$ cat src/verilog/busTermPkg.sv
`default_nettype none

package busTermPkg;

    ////////////////////////////////////////////////////////////
    // Cycle classes
    ////////////////////////////////////////////////////////////

    // How the current bus cycle gets terminated
    typedef enum logic [1:0] {
        // RAM space, another device drives TA
        CYC_EXTERNAL = 2'd0,
        // Kickstart ROM, delayed ack
        CYC_ROM      = 2'd1,
        // CIA space, ack follows the E clock
        CYC_CIA      = 2'd2,
        // Autovector or unmapped, two clock cycle
        CYC_SHORT    = 2'd3
    } cycleClass;

    // Decoded cycle, handed from decoder to hold block to ack block
    typedef struct packed {
        cycleClass kind;
        logic      romSelect;
        logic      noCache;
    } cycleInfo;

    ////////////////////////////////////////////////////////////
    // Address map
    ////////////////////////////////////////////////////////////

    // A window matches when (addr & MASK) == BASE
    localparam logic [31:0] ROM_BASE  = 32'h00F8_0000;
    localparam logic [31:0] ROM_MASK  = 32'hFFF8_0000;
    localparam logic [31:0] CIA_BASE  = 32'h00BF_0000;
    localparam logic [31:0] CIA_MASK  = 32'hFFFF_0000;
    localparam logic [31:0] CHIP_BASE = 32'h0000_0000;
    localparam logic [31:0] CHIP_MASK = 32'hFFE0_0000;
    localparam logic [31:0] FAST_BASE = 32'h0800_0000;
    localparam logic [31:0] FAST_MASK = 32'hF800_0000;

    // TT encoding of an interrupt acknowledge
    localparam logic [1:0] TT_INTACK = 2'd3;

    // CLK40 cycles from request to ROM ack
    localparam logic [1:0] ROM_WAIT = 2'd3;

endpackage

`default_nettype wire
$ cat src/verilog/busTermTop.sv
`default_nettype none
`timescale 1ns/1ps

module busTermTop (
    input  wire         CLK40,
    input  wire         nRESET,
    input  wire         TS,
    input  wire  [31:0] addr,
    input  wire  [1:0]  tt,
    input  wire         CLKCIA,
    output logic        nTA,
    output logic        taDrive,
    output logic        nTCI,
    output logic        tciDrive,
    output logic        nROMEN,
    output logic        busy
);

    // Decoder to hold block
    logic                 cycleReq;
    busTermPkg::cycleInfo reqInfo;

    // Hold block to ack block
    logic                 cycleOpen;
    busTermPkg::cycleInfo curInfo;
    logic                 startPulse;
    logic                 tail;

    // Ack back to hold block
    logic                 ta;

    cycleDecode u_cycleDecode (
        .CLK40    (CLK40),
        .nRESET   (nRESET),
        .TS       (TS),
        .addr     (addr),
        .tt       (tt),
        .cycleReq (cycleReq),
        .reqInfo  (reqInfo)
    );

    cycleHold u_cycleHold (
        .CLK40      (CLK40),
        .nRESET     (nRESET),
        .cycleReq   (cycleReq),
        .reqInfo    (reqInfo),
        .ta         (ta),
        .cycleOpen  (cycleOpen),
        .curInfo    (curInfo),
        .startPulse (startPulse),
        .tail       (tail)
    );

    transferAck u_transferAck (
        .CLK40      (CLK40),
        .nRESET     (nRESET),
        .CLKCIA     (CLKCIA),
        .cycleOpen  (cycleOpen),
        .curInfo    (curInfo),
        .startPulse (startPulse),
        .tail       (tail),
        .ta         (ta),
        .nTA        (nTA),
        .taDrive    (taDrive),
        .nTCI       (nTCI),
        .tciDrive   (tciDrive),
        .nROMEN     (nROMEN),
        .busy       (busy)
    );

endmodule

`default_nettype wire

$ cat src/verilog/transferAck.sv
`default_nettype none
`timescale 1ns/1ps

module transferAck (
    input  wire                   CLK40,
    input  wire                   nRESET,
    input  wire                   CLKCIA,
    input  wire                   cycleOpen,
    input  busTermPkg::cycleInfo  curInfo,
    input  wire                   startPulse,
    input  wire                   tail,
    output logic                  ta,
    output logic                  nTA,
    output logic                  taDrive,
    output logic                  nTCI,
    output logic                  tciDrive,
    output logic                  nROMEN,
    output logic                  busy
);

    logic [1:0] romCount;
    logic       romTa;
    logic       shortTa;
    logic [1:0] ciaSync;
    logic       ciaArmed;
    logic       ciaTa;
    logic       isRom;
    logic       isCia;
    logic       isShort;

    assign isRom   = curInfo.kind == busTermPkg::CYC_ROM;
    assign isCia   = curInfo.kind == busTermPkg::CYC_CIA;
    assign isShort = curInfo.kind == busTermPkg::CYC_SHORT;

    ////////////////////////////////////////////////////////////
    // ROM delay
    ////////////////////////////////////////////////////////////

    // Count off the ROM setup time, ack when it reaches ROM_WAIT
    always_ff @(posedge CLK40 or negedge nRESET) begin
        if (!nRESET) begin
            romCount <= 2'd0;
            romTa    <= 1'b0;
        end else begin
            romTa <= 1'b0;
            if (startPulse && isRom) begin
                romCount <= 2'd1;
            end else if (romCount == busTermPkg::ROM_WAIT) begin
                romTa    <= 1'b1;
                romCount <= 2'd0;
            end else if (romCount != 2'd0) begin
                romCount <= romCount + 2'd1;
            end
        end
    end

    ////////////////////////////////////////////////////////////
    // Short cycle
    ////////////////////////////////////////////////////////////

    // Autovector and unmapped end right after the start cycle
    always_ff @(posedge CLK40 or negedge nRESET) begin
        if (!nRESET) begin
            shortTa <= 1'b0;
        end else begin
            shortTa <= startPulse && isShort;
        end
    end

    ////////////////////////////////////////////////////////////
    // CIA ack
    ////////////////////////////////////////////////////////////

    // Ack only after a clean high then low of the CIA clock
    always_ff @(posedge CLK40 or negedge nRESET) begin
        if (!nRESET) begin
            ciaSync  <= 2'b00;
            ciaArmed <= 1'b0;
            ciaTa    <= 1'b0;
        end else begin
            // Two flops against metastability
            ciaSync <= {ciaSync[0], CLKCIA};
            ciaTa   <= 1'b0;
            if (!cycleOpen || !isCia) begin
                ciaArmed <= 1'b0;
            end else if (!ciaArmed && !ciaTa && !startPulse && ciaSync == 2'b11) begin
                // Samples now both postdate the request
                ciaArmed <= 1'b1;
            end else if (ciaArmed && ciaSync == 2'b00) begin
                ciaArmed <= 1'b0;
                ciaTa    <= 1'b1;
            end
        end
    end

    ////////////////////////////////////////////////////////////
    // Bus outputs
    ////////////////////////////////////////////////////////////

    // Only one timer runs per cycle
    assign ta = romTa || shortTa || ciaTa;

    // RAM cycles leave TA to the RAM controller
    assign taDrive  = (cycleOpen && curInfo.kind != busTermPkg::CYC_EXTERNAL) || tail;
    assign nTA      = ~ta;

    // Cache inhibit rides along with the CIA ack
    assign tciDrive = taDrive && curInfo.noCache;
    assign nTCI     = ~(ta && curInfo.noCache);

    assign nROMEN   = ~(cycleOpen && curInfo.romSelect);
    assign busy     = cycleOpen || tail;

    // Each ack lasts one clock, then the tail forces nTA high
    taPulse: assert property (@(posedge CLK40) disable iff (!nRESET)
        ta |=> !ta)
    else $error("transferAck: ta longer than one cycle");

endmodule

`default_nettype wire

$ cat src/verilog/cycleHold.sv
`default_nettype none
`timescale 1ns/1ps

module cycleHold (
    input  wire                   CLK40,
    input  wire                   nRESET,
    input  wire                   cycleReq,
    input  busTermPkg::cycleInfo  reqInfo,
    input  wire                   ta,
    output logic                  cycleOpen,
    output busTermPkg::cycleInfo  curInfo,
    output logic                  startPulse,
    output logic                  tail
);

    typedef enum logic {
        HOLD_IDLE = 1'b0,
        HOLD_OPEN = 1'b1
    } holdState;

    holdState state;

    ////////////////////////////////////////////////////////////
    // Open cycle tracking
    ////////////////////////////////////////////////////////////

    always_ff @(posedge CLK40 or negedge nRESET) begin
        if (!nRESET) begin
            state      <= HOLD_IDLE;
            startPulse <= 1'b0;
            tail       <= 1'b0;
        end else begin
            // New request also replaces an open RAM cycle
            if (cycleReq) begin
                state <= HOLD_OPEN;
            end else if (ta) begin
                state <= HOLD_IDLE;
            end
            startPulse <= cycleReq;
            // Force-high cycle for nTA after every ack
            tail       <= ta;
        end
    end

    // Info stays put after close so the tail cycle still sees it
    always_ff @(posedge CLK40) begin
        if (cycleReq) begin
            curInfo <= reqInfo;
        end
    end

    assign cycleOpen = state == HOLD_OPEN;

    ////////////////////////////////////////////////////////////
    // Bus protocol checks
    ////////////////////////////////////////////////////////////

    // CPU may only start a new cycle on top of a RAM cycle
    noOverlap: assert property (@(posedge CLK40) disable iff (!nRESET)
        cycleReq |-> (!cycleOpen || curInfo.kind == busTermPkg::CYC_EXTERNAL))
    else $error("cycleHold: TS while a terminated cycle is still open");

    // Ack from transferAck belongs to an open cycle
    taInCycle: assert property (@(posedge CLK40) disable iff (!nRESET)
        ta |-> cycleOpen)
    else $error("cycleHold: ta without an open cycle");

endmodule

`default_nettype wire

$ cat src/verilog/cycleDecode.sv
`default_nettype none
`timescale 1ns/1ps

module cycleDecode (
    input  wire                   CLK40,
    input  wire                   nRESET,
    input  wire                   TS,
    input  wire  [31:0]           addr,
    input  wire  [1:0]            tt,
    output logic                  cycleReq,
    output busTermPkg::cycleInfo  reqInfo
);

    logic [31:0] addrReg;
    logic [1:0]  ttReg;
    logic        hitRom;
    logic        hitCia;
    logic        hitChip;
    logic        hitFast;
    logic        intAck;

    ////////////////////////////////////////////////////////////
    // Address capture
    ////////////////////////////////////////////////////////////

    // Address and TT are only valid with TS
    always_ff @(posedge CLK40) begin
        if (TS) begin
            addrReg <= addr;
            ttReg   <= tt;
        end
    end

    // One request per TS in the cycle after it
    always_ff @(posedge CLK40 or negedge nRESET) begin
        if (!nRESET) begin
            cycleReq <= 1'b0;
        end else begin
            cycleReq <= TS;
        end
    end

    ////////////////////////////////////////////////////////////
    // Classification
    ////////////////////////////////////////////////////////////

    assign hitRom  = (addrReg & busTermPkg::ROM_MASK) == busTermPkg::ROM_BASE;
    assign hitCia  = (addrReg & busTermPkg::CIA_MASK) == busTermPkg::CIA_BASE;
    assign hitChip = (addrReg & busTermPkg::CHIP_MASK) == busTermPkg::CHIP_BASE;
    assign hitFast = (addrReg & busTermPkg::FAST_MASK) == busTermPkg::FAST_BASE;
    assign intAck  = ttReg == busTermPkg::TT_INTACK;

    always_comb begin
        reqInfo.romSelect = 1'b0;
        reqInfo.noCache   = 1'b0;
        // Interrupt ack wins over any window since the CPU wants an autovector
        if (intAck) begin
            reqInfo.kind = busTermPkg::CYC_SHORT;
        end else if (hitRom) begin
            reqInfo.kind      = busTermPkg::CYC_ROM;
            reqInfo.romSelect = 1'b1;
        end else if (hitCia) begin
            reqInfo.kind    = busTermPkg::CYC_CIA;
            // CIA registers must never be cached
            reqInfo.noCache = 1'b1;
        end else if (hitChip || hitFast) begin
            // RAM controller ends these itself
            reqInfo.kind = busTermPkg::CYC_EXTERNAL;
        end else begin
            // Nothing answers here so end it quickly
            reqInfo.kind = busTermPkg::CYC_SHORT;
        end
    end

    // Class of a request comes from a fully known address and TT
    reqKindKnown: assert property (@(posedge CLK40) disable iff (!nRESET)
        cycleReq |-> !$isunknown({addrReg, ttReg}))
    else $error("cycleDecode: request classified from unknown address or TT");

endmodule

`default_nettype wire

$ cat config.mk
export PLATFORM = sky130hd
export DESIGN_NAME = busTermTop
export DESIGN_NICKNAME = d
export VERILOG_FILES = /design/src/verilog/busTermPkg.sv /design/src/verilog/busTermTop.sv /design/src/verilog/transferAck.sv /design/src/verilog/cycleHold.sv /design/src/verilog/cycleDecode.sv
export SDC_FILE = /design/constraint.sdc
export NUM_CORES = 1
export LEC_CHECK = 0
export BUFFER_PORTS_ARGS = -buffer_cell sky130_fd_sc_hd__buf_4
export CORE_UTILIZATION = 51
export CTS_CLUSTER_SIZE = 28
export DETAILED_ROUTE_END_ITERATION = 8
export GPL_ROUTABILITY_DRIVEN = 0
export PLACE_DENSITY = 0.89
export SETUP_SLACK_MARGIN = 0.3
export SLEW_MARGIN = 20
export SYNTH_ARGS = -nofsm -noshare
export SYNTH_HDL_FRONTEND = slang
export SYNTH_SLANG_ARGS = --single-unit
$ cat constraint.sdc
create_clock -name CLK40 -period 3.53 [get_ports CLK40]
set_input_delay 0.706 -clock CLK40 [delete_from_list [all_inputs] [get_ports CLK40]]
set_output_delay 0.706 -clock CLK40 [all_outputs]
set_load 0.05 [all_outputs]
==> run metrics, run 1 <==
status completed; ranking of synthesized cells by area edfxtp_1, dfrtp_1, ha_1; P&R area growth vs syn 24.85%; YS warnings 0; syn_nets 119; min Tclk post-route 2.099 ns; Worst IR Drop VDD 0.4710 mV; Core ar. 0.002255 mm^2; clk_lat worst skew 0.32 ns; Iter 0 DRT Violations 10; Setup CP Type flop to primary output; PostCTS Resize Cnt 0; first-pass GRT wire length 3056 um; Vias per Instance 5.190; async set or reset register ratio after synthesis 0.3529; postcts setup bufs 0; ys flop type edfxtp_1; hold bufs inserted after CTS 0; Pleak 0.6355 nW; TritonCTS clock tree built; final critical-path share of the clock period 0.5946; Root Buffer clkbuf_4; CTS Sinks 34; routed vias 737; Setup-failing EPs final 0; GRT Total Usage 0.1763; Slew HR 0.6496; Data arrival, critical path 1.39 ns; Cell variety after synth 26; Routed WL per cell 12.91 um; sequential area share after synthesis 0.7789; PwrDens 612.1 mW/mm^2; Synth area leader edfxtp_1; H-tree level count 2; top cell type's share of synthesized area 0.5355; Site Rows 17; die width 51.19 um; CP startpoint kind flop; total CTS buffers 5; Initial DRT Pass Iterations 4; Setup Skew 0.007059 ns; vias in the first global route 755; Worst Path Required 2.82 ns; Tightest Hold Check Type input pin to asynchronous set/reset pin; IO Pins 44; Total Routed Length 1833 um; Crit. End Element primary output; slew at the pin closest to its max-slew limit 0.5208 ns; leading cell types in the layout, fill and taps excluded buf_4, edfxtp_1, dfrtp_1; Overflow after GRT 0; largest net degree at the start of global routing 20; Non-Filler Instances 142; layout cells sized above 1 0.3158; Fmax 476.4 MHz; Starting Density 0.5472; synthesized area 0.001234 mm^2; cell total after placement 134; cell count after synthesis 79; clk slew on worst S/H paths 0.09 ns; Antenna diodes 0; RSZ-0062 raised after global routing no; fin. max-slew vios 0; drt drc 0; Worst R2R Path Depth 4; number of synthesized register bits 34; EDFF count, synth 22; commonest non-fill, non-tap cell in the layout buf_4; MaxCap Viol Count 0; Buffers on Ports 27; RR Startpoint u_cycleDecode.addrReg[24]; ANT nets after route 0; Worst Path Max Fanout 3; reg-to-reg endpoint u_cycleHold.curInfo[3]; Detailed Place HPWL 1412 um; initial antenna violation count 0; Max clock buf depth 2; syn avg cell area 15.62 um^2; setup tns final 0 ns; chip height 51.19 um; Die ar. 0.002620 mm^2; Layout Nets 153; R2R Setup Slk 1.77 ns; final count of hold timing violations 0
[critical path, stage by stage (launching register included)]
cell     delay, ns
dfrtp_1       0.37
or3_1         0.42
inv_1         0.10
buf_4         0.20
[report_power, final]
group | switching [mW] | leakage [nW] | internal, mW | total [mW]
sequential | 0.0314 | 0.363 | 0.474 | 0.505
clock | 0.112 | 0.0390 | 0.114 | 0.226
combinational | 0.127 | 0.233 | 0.0839 | 0.211
total | 0.271 | 0.636 | 0.672 | 0.943
[per-stage QoR]
step,hold WS [ns],power [mW],area (um^2),util,worst slack [ns]
final,0.2037,0.9428,1540,0.6831,1.431
after global routing,0.1782,0.9965,1540,0.6831,1.365
after CTS,0.1887,0.9552,1540,0.6831,1.403
after detailed placement,0.4109,0.7270,1471,0.6526,1.760
after global placement,0.4074,0.7071,1471,0.6526,1.796
after floorplan,0.3874,0.6468,1234,-,1.476
[metal layers]
layer	track usage	wire length (um)
met5	0	0
met4	0.1111	34
met3	0.07440	110
met2	0.3355	1044
met1	0.1417	643
[worst max path at each step]
| stage | start | to | cells after the start | slack (ns) |
|---|---|---|---|---|
| final | u_transferAck.shortTa | nTA | 3 | 1.43 |
| after global routing | u_transferAck.shortTa | nTA | 3 | 1.36 |
| after CTS | u_transferAck.shortTa | nTA | 3 | 1.40 |
| after detailed placement | u_cycleDecode.addrReg[24] | u_cycleHold.curInfo[3] | 4 | 1.76 |
| after global placement | u_transferAck.shortTa | nTA | 3 | 1.80 |
| after floorplan | u_cycleHold.cycleOpen | tciDrive | 3 | 1.48 |
[cells in the mapped netlist, drive strengths merged (2+ instances only)]
cell    number
a21oi        4
dfrtp       12
edfxtp      22
ha           2
inv          3
nand2        5
nand3        2
nand4        2
nor2         3
nor2b        2
nor3         4
o21ai        2
or3          4
[cell families after synthesis]
logic type,after synthesis,share of synthesized area
flops,34,0.7789
compound gates,9,0.04564
fa+ha+maj,2,0.02028
mux,1,0.008114
buf+inv,3,0.009127
simple gates,30,0.1380
[state kept, by name, indices dropped and copies added, names as in the netlist]
| register | cells |
|---|---|
| u_transferAck.romTa | 1 |
| u_cycleHold.curInfo | 4 |
| u_cycleDecode.addrReg | 16 |
| u_cycleDecode.ttReg | 2 |
| u_cycleHold.tail | 1 |
| u_cycleHold.startPulse | 1 |
| u_transferAck.romCount | 2 |
| u_cycleHold.cycleOpen | 1 |
| u_transferAck.ciaArmed | 1 |
| u_cycleDecode.cycleReq | 1 |
| u_transferAck.ciaTa | 1 |
| u_transferAck.ciaSync | 2 |
| u_transferAck.shortTa | 1 |
[area by class of cell]
class / count / area, um^2
repair buffers: 27 / 202.7
well taps: 28 / 35.03
clock buffers: 7 / 65.06
multi-input cells: 42 / 261.5
flip-flops and latches: 34 / 960.9
clock inverters: 1 / 3.754
fillers: 160 / 714.4
inverters: 3 / 11.26
Note: power is estimated with default switching activity, not from simulation.
==> run 2: changes to the inputs <==
- CORE_UTILIZATION: 51 -> 43
- PLACE_DENSITY: 0.89 -> 0.8
- clock period: 3.53 -> 1.8 ns (I/O delays scaled with it)
==> run metrics, run 2 (synthesis gave the netlist of run 1 again) <==
Sequential Power Share 0.527 (was 0.536); Hold Slack 0.1426 ns (was 0.2037 ns); Max clock buf depth 2 (unchanged); Tightest Hold Check Type input pin to flop (was input pin to asynchronous set/reset pin); PwrDens 1113 mW/mm^2 (was 612.1 mW/mm^2); total CTS buffers 5 (unchanged); Fmax 582.2 MHz; cell total after placement 137 (was 134); Root Buffer clkbuf_4 (unchanged); Worst Path Required 1.87 ns (was 2.82 ns); family with the most delay on the worst path simple AND/OR/NAND/NOR gates (unchanged); Starting Density 0.4513 (was 0.5472); switching power 555.9 uW (was 270.7 uW); status completed (unchanged); chip height 55.57 um (was 51.19 um); die width 55.57 um (was 51.19 um); FF/Latch Area 960.9 um^2 (unchanged); slew at the pin closest to its max-slew limit 0.3323 ns (was 0.5208 ns); Setup Skew 0.005572 ns (was 0.007059 ns); Setup-failing EPs final 0 (unchanged); final count of hold timing violations 0 (unchanged); Worst path slowest cell or3_4 (was or3_1); clk_lat worst skew 0.31 ns (was 0.32 ns); final critical-path share of the clock period 0.9542; H-tree level count 2 (unchanged); Die ar. 0.003087 mm^2 (was 0.002620 mm^2); clock group share of total power 0.191 (was 0.240); largest register by flop count u_cycleDecode.addrReg (unchanged); Iter 0 DRT Violations 25 (was 10); Largest register FFs 16 (unchanged); Layout Nets 162 (was 153); MaxCap Viol Count 0 (unchanged); layout cells sized above 1 0.4344 (was 0.3158); Total Routed Length 1893 um (was 1833 um); initial antenna violation count 0 (unchanged); commonest non-fill, non-tap cell in the layout buf_4 (unchanged); fin. max-slew vios 0 (unchanged); critical-path cell list or3_4, or3_1, a221o_1 (was or3_1, inv_1, buf_4); min Tclk post-route 1.718 ns; Crit. End Element flop (was primary output); Power Internal 1.328 mW (was 672.1 uW); Buffers on Ports 27 (unchanged); switch share 0.2951 (was 0.2871); Slew HR 0.7768 (was 0.6496); Initial DRT Pass Iterations 4 (unchanged); leading cell types in the layout, fill and taps excluded buf_4, edfxtp_1, dfrtp_1 (unchanged); GRT Total Usage 0.1329 (was 0.1763); Data arrival, critical path 1.79 ns (was 1.39 ns); Setup CP Type flop to flop (was flop to primary output); Worst Path Max Fanout 4 (was 3); vias in the first global route 756 (was 755); Overflow after GRT 0 (unchanged); drt drc 0 (unchanged); ANT nets after route 0 (unchanged); Worst Path Buf+Inv 0 (was 2); Antenna diodes 0 (unchanged); RSZ-0062 raised after global routing yes (was no); Detailed Place HPWL 1316 um (was 1412 um); Worst IR Drop VDD 0.8251 mV (was 0.4710 mV); fill cell count 209 (was 160); P&R area growth vs syn 37.22% (was 24.85%); largest net degree at the start of global routing 20 (unchanged); TritonCTS clock tree built (unchanged); Regs by FF count u_cycleDecode.addrReg: 16 flops, u_cycleHold.curInfo: 4 flops (unchanged); max incr delay on CP 0.42 ns (about the same); Vias per Instance 5.078 (was 5.190); CP startpoint kind flop (unchanged); first-pass GRT wire length 3008 um (was 3056 um); routed vias 777 (was 737); CTS Sinks 34 (unchanged); IO Pins 44 (unchanged); Combinational Power Share 0.281 (was 0.224); Site Rows 19 (was 17); Core ar. 0.002734 mm^2 (was 0.002255 mm^2); Routed WL per cell 12.37 um (was 12.91 um); area of the multi-input gates 320.3 um^2 (was 261.5 um^2); setup tns final 0 ns (unchanged); Pleak 0.7084 nW (was 0.6355 nW); clk slew on worst S/H paths 0.09 ns (about the same); Non-Filler Instances 153 (was 142)
run 2: cell types whose count changed in the layout (fill, tap and decap cells not counted), sizes merged:
cell	change
dlygate4sd3	+1
buf	+8
clkinv	-1
run 2: per-layer routing:
layer  share of wire  up-vias  track usage  wire [um]
met4           0.019        0      0.04286         36
met2            0.54       32       0.2220       1014
met5               0        -            0          0
met3           0.071        6      0.07494        134
met1            0.37      364       0.1419        708
li1                -      375            -          -
run 2: timing repair:
| item | 4_1_cts | 5_1_grt |
|---|---|---|
| pin swaps | 3 | 8 |
| hold buffers | 1 | 0 |
| endpoints found under the setup margin | 8 | 9 |
| endpoints found under the hold margin | 12 | 0 |
| setup buffers | 3 | 5 |
| gates resized for setup | 14 | 12 |
run 2: area by class of cell:
type | instances | share of cell area
clock buffers | 7 | 0.02661
flip-flops and latches | 34 | 0.5676
inverters | 3 | 0.008130
multi-input cells | 42 | 0.1892
well taps | 31 | 0.02291
repair buffers | 36 | 0.1855
run 2: worst paths after layout:
kind | startpoint | end | slack (ns) | cells past startpoint
min in group asynchronous | nRESET | u_transferAck.shortTa | 0.40 | 2
max | u_cycleDecode.addrReg[30] | u_cycleHold.curInfo[3] | 0.08 | 3
max in group asynchronous | nRESET | u_cycleHold.cycleOpen | 1.24 | 2
max reg2reg | u_cycleDecode.addrReg[30] | u_cycleHold.curInfo[3] | 0.08 | 3
min | CLKCIA | u_transferAck.ciaSync[0] | 0.14 | 1
min reg2reg | u_transferAck.ciaSync[0] | u_transferAck.ciaSync[1] | 0.44 | 0
run 2: metrics by stage:
stage	util	power (mW)	instance area [um^2]	setup slack (ns)
detailed placement	0.5410	1.421	1479	0.06552
floorplan	-	1.274	1237	0.1710
finish	0.6192	1.884	1693	0.08236
global route	0.6192	1.990	1693	0.03655
global placement	0.5410	1.392	1479	0.09186
CTS	0.5867	1.854	1604	0.1004
run 2: power groups by stage:
stage / clock network [mW] / registers (mW) / logic (mW)
3_5_place_dp: 0 / 1.01 / 0.415
5_1_grt: 0.417 / 1.00 / 0.568
4_1_cts: 0.376 / 0.989 / 0.488
6_report: 0.360 / 0.993 / 0.530
2_1_floorplan: 0 / 0.988 / 0.286
3_3_place_gp: 0 / 0.995 / 0.396
